### src/logic/gfx_macros.svh
`ifndef GFX_MACROS_SVH
`define GFX_MACROS_SVH

// Frame geometry shared by every block of the fill engine.
`define GFX_FB_WIDTH 16
`define GFX_FB_HEIGHT 12
`define GFX_PIXEL_BITS 12

// Coordinate widths follow from the frame size.
`define GFX_X_BITS ($clog2(`GFX_FB_WIDTH))
`define GFX_Y_BITS ($clog2(`GFX_FB_HEIGHT))

// Linear pixel address into the frame buffer.
`define GFX_FB_DEPTH (`GFX_FB_WIDTH * `GFX_FB_HEIGHT)
`define GFX_ADDR_BITS ($clog2(`GFX_FB_DEPTH))

// A command payload is wide enough to hold two corners.
`define GFX_PAYLOAD_BITS (2 * `GFX_X_BITS + 2 * `GFX_Y_BITS)

`endif

### src/logic/gfx_pkg.sv
`include "gfx_macros.svh"

package gfx_pkg;

  typedef enum logic {
    GFX_OP_CLEAR = 1'b0,
    GFX_OP_RECT  = 1'b1
  } gfx_op_e;

  // Inclusive corners of an axis-aligned rectangle.
  typedef struct packed {
    logic [`GFX_X_BITS-1:0] x0;
    logic [`GFX_Y_BITS-1:0] y0;
    logic [`GFX_X_BITS-1:0] x1;
    logic [`GFX_Y_BITS-1:0] y1;
  } gfx_rect_t;

  // A clear carries its color in the low bits of the payload.
  typedef struct packed {
    logic [`GFX_PAYLOAD_BITS-`GFX_PIXEL_BITS-1:0] pad;
    logic [`GFX_PIXEL_BITS-1:0]                   color;
  } gfx_clear_t;

  typedef union packed {
    gfx_clear_t clear;
    gfx_rect_t  rect;
  } gfx_payload_u;

  // A clear takes its color from payload.clear.color.
  // A rect takes its color from the color field and its corners from payload.rect.
  typedef struct packed {
    gfx_op_e                    op;
    logic [`GFX_PIXEL_BITS-1:0] color;
    gfx_payload_u               payload;
  } gfx_cmd_t;

  typedef struct packed {
    logic [`GFX_X_BITS-1:0]     x;
    logic [`GFX_Y_BITS-1:0]     y;
    logic [`GFX_PIXEL_BITS-1:0] color;
    logic                       valid;
    logic                       last;
  } gfx_pixel_t;

endpackage

### src/logic/gfx_cmd_fsm.sv
`include "gfx_macros.svh"

module gfx_cmd_fsm (
  input  logic                       clk,
  input  logic                       reset,
  input  logic                       cmd_valid,
  input  gfx_pkg::gfx_cmd_t          cmd,
  input  logic                       wr_last,
  input  logic                       empty,
  output logic                       start,
  output gfx_pkg::gfx_rect_t         region,
  output logic [`GFX_PIXEL_BITS-1:0] fill_color,
  output logic                       busy,
  output logic                       done
);
  import gfx_pkg::*;

  typedef logic [`GFX_X_BITS-1:0] coord_x_t;
  typedef logic [`GFX_Y_BITS-1:0] coord_y_t;

  typedef enum logic [1:0] {
    ST_IDLE,
    ST_LAUNCH,
    ST_FILL,
    ST_FINISH
  } state_e;

  state_e   state;
  state_e   next_state;
  gfx_cmd_t cmd_q;
  logic     accept;

  // The done cycle already counts as not busy, so a new command may land there.
  assign accept = cmd_valid && !busy;

  always_comb begin
    next_state = state;
    case (state)
      ST_IDLE, ST_FINISH: begin
        next_state = accept ? ST_LAUNCH : ST_IDLE;
      end
      ST_LAUNCH: begin
        next_state = ST_FILL;
      end
      ST_FILL: begin
        if (wr_last || empty) begin
          next_state = ST_FINISH;
        end
      end
      default: begin
        next_state = ST_IDLE;
      end
    endcase
  end

  always_ff @(posedge clk) begin
    if (reset) begin
      state <= ST_IDLE;
    end else begin
      state <= next_state;
    end
  end

  always_ff @(posedge clk) begin
    if (accept) begin
      cmd_q <= cmd;
    end
  end

  assign start = (state == ST_LAUNCH);
  assign busy  = (state == ST_LAUNCH) || (state == ST_FILL);
  assign done  = (state == ST_FINISH);

  // The opcode selects which view of the payload word is meaningful.
  always_comb begin
    if (cmd_q.op == GFX_OP_CLEAR) begin
      region.x0  = '0;
      region.y0  = '0;
      region.x1  = coord_x_t'(`GFX_FB_WIDTH - 1);
      region.y1  = coord_y_t'(`GFX_FB_HEIGHT - 1);
      fill_color = cmd_q.payload.clear.color;
    end else begin
      region     = cmd_q.payload.rect;
      fill_color = cmd_q.color;
    end
  end

endmodule

### src/logic/gfx_raster_counter.sv
`include "gfx_macros.svh"

module gfx_raster_counter (
  input  logic                   clk,
  input  logic                   reset,
  input  logic                   load,
  input  gfx_pkg::gfx_rect_t     bounds,
  input  logic                   inc,
  output logic [`GFX_X_BITS-1:0] x,
  output logic [`GFX_Y_BITS-1:0] y,
  output logic                   at_last
);
  import gfx_pkg::*;

  gfx_rect_t bounds_q;
  logic      at_row_end;

  assign at_row_end = (x == bounds_q.x1);
  assign at_last    = at_row_end && (y == bounds_q.y1);

  always_ff @(posedge clk) begin
    if (reset) begin
      bounds_q <= '0;
    end else if (load) begin
      bounds_q <= bounds;
    end
  end

  // Scan runs left to right, then top to bottom, and parks on the final corner.
  always_ff @(posedge clk) begin
    if (reset) begin
      x <= '0;
      y <= '0;
    end else if (load) begin
      x <= bounds.x0;
      y <= bounds.y0;
    end else if (inc && !at_last) begin
      if (at_row_end) begin
        x <= bounds_q.x0;
        y <= y + 1'b1;
      end else begin
        x <= x + 1'b1;
      end
    end
  end

endmodule

### src/logic/gfx_fill_source.sv
`include "gfx_macros.svh"

module gfx_fill_source (
  input  logic                       clk,
  input  logic                       reset,
  input  logic                       start,
  input  gfx_pkg::gfx_rect_t         region,
  input  logic [`GFX_PIXEL_BITS-1:0] fill_color,
  input  logic [`GFX_X_BITS-1:0]     x,
  input  logic [`GFX_Y_BITS-1:0]     y,
  input  logic                       at_last,
  output logic                       load,
  output gfx_pkg::gfx_rect_t         bounds,
  output logic                       inc,
  output logic                       empty,
  output gfx_pkg::gfx_pixel_t        wr_pixel
);
  import gfx_pkg::*;

  typedef logic [`GFX_X_BITS-1:0] coord_x_t;
  typedef logic [`GFX_Y_BITS-1:0] coord_y_t;

  localparam coord_x_t MAX_X = coord_x_t'(`GFX_FB_WIDTH - 1);
  localparam coord_y_t MAX_Y = coord_y_t'(`GFX_FB_HEIGHT - 1);

  gfx_rect_t                  clipped;
  logic                       clip_empty;
  logic                       active;
  logic [`GFX_PIXEL_BITS-1:0] color_q;

  // Each corner is clamped on its own, so a region wholly off one edge
  // collapses onto the border row or column.
  always_comb begin
    clipped.x0 = (region.x0 > MAX_X) ? MAX_X : region.x0;
    clipped.x1 = (region.x1 > MAX_X) ? MAX_X : region.x1;
    clipped.y0 = (region.y0 > MAX_Y) ? MAX_Y : region.y0;
    clipped.y1 = (region.y1 > MAX_Y) ? MAX_Y : region.y1;
  end

  assign clip_empty = (clipped.x0 > clipped.x1) || (clipped.y0 > clipped.y1);
  assign bounds     = clipped;
  assign load       = start && !clip_empty;
  assign inc        = active;

  always_ff @(posedge clk) begin
    if (reset) begin
      empty <= 1'b0;
    end else begin
      empty <= start && clip_empty;
    end
  end

  always_ff @(posedge clk) begin
    if (reset) begin
      active <= 1'b0;
    end else if (load) begin
      active <= 1'b1;
    end else if (active && at_last) begin
      active <= 1'b0;
    end
  end

  always_ff @(posedge clk) begin
    if (start) begin
      color_q <= fill_color;
    end
  end

  // One registered write per active cycle, one cycle behind the counter.
  always_ff @(posedge clk) begin
    if (reset) begin
      wr_pixel.valid <= 1'b0;
      wr_pixel.last  <= 1'b0;
    end else begin
      wr_pixel.x     <= x;
      wr_pixel.y     <= y;
      wr_pixel.color <= color_q;
      wr_pixel.valid <= active;
      wr_pixel.last  <= active && at_last;
    end
  end

endmodule

### src/logic/gfx_framebuffer.sv
`include "gfx_macros.svh"

module gfx_framebuffer (
  input  logic                       clk,
  input  gfx_pkg::gfx_pixel_t        wr_pixel,
  input  logic [`GFX_ADDR_BITS-1:0]  rd_addr,
  output logic [`GFX_PIXEL_BITS-1:0] rd_data
);
  typedef logic [`GFX_ADDR_BITS-1:0] addr_t;

  logic [`GFX_PIXEL_BITS-1:0] mem [`GFX_FB_DEPTH];
  addr_t                      wr_addr;

  // Row-major layout, so the address is y times the frame width plus x.
  assign wr_addr = addr_t'(wr_pixel.y) * addr_t'(`GFX_FB_WIDTH) + addr_t'(wr_pixel.x);

  always_ff @(posedge clk) begin
    if (wr_pixel.valid) begin
      mem[wr_addr] <= wr_pixel.color;
    end
  end

  // Read data lands one cycle after the address.
  always_ff @(posedge clk) begin
    rd_data <= mem[rd_addr];
  end

endmodule

### src/logic/gfx_engine.sv
`include "gfx_macros.svh"

module gfx_engine (
  input  logic                       clk,
  input  logic                       reset,
  input  logic                       cmd_valid,
  input  gfx_pkg::gfx_cmd_t          cmd,
  input  logic [`GFX_ADDR_BITS-1:0]  rd_addr,
  output logic                       busy,
  output logic                       done,
  output logic [`GFX_PIXEL_BITS-1:0] rd_data
);
  import gfx_pkg::*;

  logic                       start;
  gfx_rect_t                  region;
  logic [`GFX_PIXEL_BITS-1:0] fill_color;
  logic                       empty;
  logic                       load;
  gfx_rect_t                  bounds;
  logic                       inc;
  logic [`GFX_X_BITS-1:0]     cnt_x;
  logic [`GFX_Y_BITS-1:0]     cnt_y;
  logic                       at_last;
  gfx_pixel_t                 wr_pixel;

  gfx_cmd_fsm u_cmd_fsm (
    .clk        (clk),
    .reset      (reset),
    .cmd_valid  (cmd_valid),
    .cmd        (cmd),
    .wr_last    (wr_pixel.valid && wr_pixel.last),
    .empty      (empty),
    .start      (start),
    .region     (region),
    .fill_color (fill_color),
    .busy       (busy),
    .done       (done)
  );

  gfx_raster_counter u_raster_counter (
    .clk     (clk),
    .reset   (reset),
    .load    (load),
    .bounds  (bounds),
    .inc     (inc),
    .x       (cnt_x),
    .y       (cnt_y),
    .at_last (at_last)
  );

  gfx_fill_source u_fill_source (
    .clk        (clk),
    .reset      (reset),
    .start      (start),
    .region     (region),
    .fill_color (fill_color),
    .x          (cnt_x),
    .y          (cnt_y),
    .at_last    (at_last),
    .load       (load),
    .bounds     (bounds),
    .inc        (inc),
    .empty      (empty),
    .wr_pixel   (wr_pixel)
  );

  gfx_framebuffer u_framebuffer (
    .clk      (clk),
    .wr_pixel (wr_pixel),
    .rd_addr  (rd_addr),
    .rd_data  (rd_data)
  );

endmodule

### config.mk
export PLATFORM = sky130hd
export DESIGN_NAME = gfx_engine
export DESIGN_NICKNAME = d
export VERILOG_FILES = /design/src/logic/gfx_pkg.sv /design/src/logic/gfx_cmd_fsm.sv /design/src/logic/gfx_raster_counter.sv /design/src/logic/gfx_fill_source.sv /design/src/logic/gfx_framebuffer.sv /design/src/logic/gfx_engine.sv
export VERILOG_INCLUDE_DIRS = /design/src /design/src/logic
export SDC_FILE = /design/constraint.sdc
export NUM_CORES = 2
export LEC_CHECK = 0
export ABC_CLOCK_PERIOD_IN_PS = 3000
export BUFFER_PORTS_ARGS = -buffer_cell sky130_fd_sc_hd__buf_2
export CORE_ASPECT_RATIO = 1.2
export CORE_UTILIZATION = 47
export CTS_CLUSTER_DIAMETER = 50
export DETAILED_ROUTE_END_ITERATION = 10
export PLACE_DENSITY = 0.71
export SLEW_MARGIN = 20
export SYNTH_ARGS = -nofsm -noshare
export SYNTH_HDL_FRONTEND = slang
export SYNTH_HIERARCHICAL = 1
export SYNTH_SLANG_ARGS = --single-unit
### constraint.sdc
create_clock -name clk -period 3 [get_ports clk]
set_input_delay 0.15 -clock clk [delete_from_list [all_inputs] [get_ports clk]]
set_output_delay 0.15 -clock clk [all_outputs]
set_load 0.005 [all_outputs]
======== After elaboration in Yosys (flattened, before gate mapping) ========
Memory sizes are Yosys's and may differ from the RTL's. A register that Yosys moved wholly into a read port is not among the register bits.
Index checks and enable logic that the tools add are counted.
storage, ports and cells
  bits in writable memories ............... 2304
  logic and storage cells ................. 71
  memories kept ........................... 1
  bits in registers ....................... 87
  bits of input ports ..................... 40
  output and inout port bits .............. 14
memory list
  name               words  width  read ports  clocked after Yosys merged registers in  wr ports  line                   RTL
  u_framebuffer.mem  192    12     1           1                                        1         gfx_framebuffer.sv:11  logic [`GFX_PIXEL_BITS-1:0] mem [`GFX_FB_DEPTH];
cells by class
  reduce and logical (&&, ||, !) cells .... 19
  $add $sub $neg .......................... 3
  mux-type cells .......................... 19
  equal/unequal tests ..................... 6
  magnitude comparators ................... 6
operators with widths
  kind                 number
  $mux 4               10
  $gt 4x4->1 const B   4
  $mux 16              1
  $mux 12              1
  $add 4x1->4 const B  2
  $add 8x4->8          1
  $eq 4x4->1           2
  $gt 4x4->1           2
  $logic_and 1x1->1    7
  $pmux 2 s3           1
  $reduce_bool 2->1    3
  $mux 1               5
  $eq 2x2->1 const B   2
  $logic_not 1->1      3
  $logic_or 1x1->1     3
  $eq 2x1->1 const B   1
  $logic_not 2->1      1
  $mux 2               1
  $ne 2x1->1 const B   1
  $reduce_and 2->1     1
  $reduce_or 2->1      1

======== Logic depth before layout (Yosys ltp) ========
  depth after elaboration ................. 9
  mapped depth ............................ 14
  mapped depth without buffers ............ 11

======== Modules after synthesis ========
The synthesis kept the hierarchy.
by module, submodules not included
  module              times used  seq. area each (sq um)  area an instance (sq um)  cells an instance
  gfx_framebuffer     1           69426.6                 89598.4                   4083
  gfx_fill_source     1           1041.0                  1430.1                    86
  gfx_cmd_fsm         1           910.9                   1268.7                    75
  gfx_raster_counter  1           400.4                   1067.3                    105
  gfx_engine          1           0.0                     6.3                       1

======== Worst setup path before layout ========
No wires, ideal clock.
  path kind ............................... register to register
  start ................................... register u_fill_source/wr_pixel[2] (netlist name)
  end ..................................... memory u_framebuffer/mem[0][0] in the netlist's numbering (data pin)
  cell stages (with the launch flop) ...... 1
  buffers on the path ..................... 0
  slack ................................... -0.159 ns
  clock period less this slack ............ 3.159 ns
  arrival time ............................ 2.496 ns
  cell sequence ........................... edfxtp_1
RTL lines
  item           line
  end, declared  gfx_framebuffer.sv:11
No word-level cell before the write port.

==> results.ini <==
[timing]
period_needed_ns=2.82
finalWorstSetupSlack_ns=0.179
setup_violations=0
drv_slew=0
max_freq_mhz=355
hold_viol_final=0
tightest_slew_ns=1.14
slew_headroom_pct=23.6
finalCritPeriodShare_pct=94.0
rsz0062_at_grt=no
clock_skew_ns=0.0623
hold_slack_ns=0.0750

[route]
drt_iter0_drc=5845
wirelength_um=233000
vias=47200
post_drt_wl_per_cell_um=30.2
drc=0
viasPerCell=6.11
ant_nets=0
drtPass1Iterations=8

[power]
vdd_drop_max_uv=710
p_leak_nw=34.7
pwr_density_cell_mw_per_mm2=674

[synthesis]
ys_seq_area_share_pct=76.9
ys_warn_count=6
yosysTopAreaCellShare_pct=76.1
async_reset_ff_share_pct=0
synth_area_leader_cell=edfxtp_1
synth_nets=4403
synth.distinct_cells=72
syn_avg_cell_area_sq_um=21.5
synth-main-ff-cell=edfxtp_1
synth_edf_count=2365
synthCells=4350
yosys-top-cells-area=edfxtp_1 76%, mux4_2 13%, mux2i_1 2.8%
ys_ff_latch=2403
netlist_area_sq_mm=0.0934

[min_path]
hold_path.class=input port to register

[clocking]
cts_sinks=2403
htreeDepth=4
numCtsBuffers=219
cts.clk_slew.worst_paths_ns=0.06
cts_tree=done
clock_path_buffers=3
postCtsSetupBuffers=0
insertion_delay_ns=0.88
clockRootBuffer=clkbuf_16

[final_layout]
register_area_sq_mm=0.0718
finalNonFillerCells=7716
syn_to_final_growth_pct=15.0
drive_gt1_share_pct=28.0
n_fill_cell=14400
final_nets=4973
multi_input_area_sq_mm=0.0199
final_core_util_pct=54.6

[outcome]
status=completed

[run]
maxCapViolCount=0

[global_route]
grt_pass1_vias=47600
grt_antenna_before_repair=5
track_usage_pct=23.3
grt_remaining_overflow=0
grt_max_degree=193
grt_pass1_wl_um=337000

[critical_path]
cpMaxStageDelayCell=nor4_2
end_kind=register
path_max_fanout=1
crit_arrival_ns=3.55
cp.required_ns=3.73
cpMostUsedCell=mux4_2
path_cells=mux4_2 > mux4_2 > nand2_1 > a21oi_1 > nor4_2 > buf_4 > a211oi_1
slowest_delay_ns=0.74
critPathLaunchType=register
path_delay_family=multiplexers
path_class=register to register
cp_num_buf_inv=1

[placement]
globalplace.congestion=0.901
io_buffers=53
dp_cells=7245
dpl_worst_slack_ns=-0.423
hpwlAfterDp_um=144000

[floorplan]
dieArea_sq_mm=0.200
die_h_um=490
rows=178
dieWidth_um=409
core_sq_mm=0.197
ios=54
start_util_pct=47.5

[cells in the mapped netlist, types with 7 or more instances]
cell type and count:
a211oi_1 25, a21oi_1 60, a221oi_1 15, and2_1 13, buf_1 22, buf_2 44
buf_4 26, buf_6 51, clkbuf_1 91, dfxtp_1 38, edfxtp_1 2365, ha_1 13
inv_1 20, mux2_2 36, mux2i_1 263, mux4_2 528, nand2_1 78, nand2b_1 9
nand3_1 38, nand4_1 10, nor2_1 244, nor2b_1 17, nor3_1 53, nor4_1 14
o21ai_0 20, o221ai_1 97, o22ai_1 54, o31ai_1 10, xor2_1 7
[cells in the final DEF, fill, tap and decap left out, types with 64 or more instances in the layout]
cell type / count
clkbuf_16: 220
buf_4: 411
nand2_1: 77
nor2_1: 244
buf_12: 68
mux4_2: 528
o221ai_1: 97
dlygate4sd3_1: 64
mux2i_1: 263
edfxtp_1: 2365
[worst paths after layout]
kind / from / to / slack [ns] / cells past startpoint
max: u_framebuffer/mem[38][6]$_DFFE_PP_ / u_framebuffer/rd_data[6]$_DFF_P_ / 0.18 / 7
min reg2reg: u_fill_source/color_q[2]$_DFFE_PP_ / u_fill_source/wr_pixel[4]$_DFFE_PN_ / 0.43 / 0
max reg2reg: u_framebuffer/mem[38][6]$_DFFE_PP_ / u_framebuffer/rd_data[6]$_DFF_P_ / 0.18 / 7
min: rd_addr[6] / u_framebuffer/rd_data[1]$_DFF_P_ / 0.08 / 3
[through the flow]
step | total power, mW | cell area, sq um | setup TNS (ns)
floorplan | 43.5 | 93400 | -366.02
global placement | 45.8 | 99800 | -0.792
detailed placement | 46.0 | 99800 | -0.920
CTS | 72.7 | 107000 | 0
global route | 74.3 | 107000 | 0
finish | 72.4 | 107000 | 0
[logic make-up after synthesis]
family,after synthesis,share of synthesized area [%]
fa+ha+maj,13,0.174
mux,827,16.0
xor+xnor,13,0.150
compound gates,331,2.59
buf+inv,269,1.82
flops,2403,76.9
simple gates,494,2.41
[area by class of cell]
type	count	area share, %
inverters	23	0.0897
clock buffers	268	5.31
multi-input cells	1678	18.5
well taps	2610	3.04
diodes	4	0.00932
flip-flops and latches	2403	66.8
repair buffers	595	5.01
clock inverters	135	1.16
[sequential cells by signal, summed over array words and instances (netlist names)]
signal and flops:
u_raster_counter/bounds_q 12, u_fill_source/wr_pixel 22, u_raster_counter/y 4, u_cmd_fsm/cmd_q 29, u_fill_source/color_q 12, u_cmd_fsm/state 2
u_fill_source/empty 1, u_framebuffer/mem 2304, u_fill_source/inc 1, u_raster_counter/x 4, u_framebuffer/rd_data 12
[worst reg2reg max path, cell delays in order (launching register included)]
cell and delay (ns):
edfxtp_1 0.36, mux4_2 0.50, mux4_2 0.52, nand2_1 0.13, a21oi_1 0.15, nor4_2 0.74
buf_4 0.23, a211oi_1 0.04
[metal layers]
layer | global-route usage, % | up-vias | share of wire, %
li1 | - | 19400 | -
met1 | 30.6 | 24800 | 37
met2 | 37.8 | 2509 | 49
met3 | 5.06 | 459 | 9.8
met4 | 9.32 | 6 | 4.2
met5 | 0 | - | 0.014
[what timing repair did]
action	4_1_cts	5_1_grt
endpoints found under the setup margin	1	0
hold buffers	64	0
hold endpoints to repair	85	0
resized for setup	1	0
[report_power, final]
group / total [mW] / switching (mW) / internal (mW)
Combinational: 6.39 / 4.22 / 2.18
Clock: 27.0 / 12.2 / 14.8
Sequential: 39.0 / 0.467 / 38.5
Total: 72.4 / 16.9 / 55.5
(Power assumes the default switching activity.)
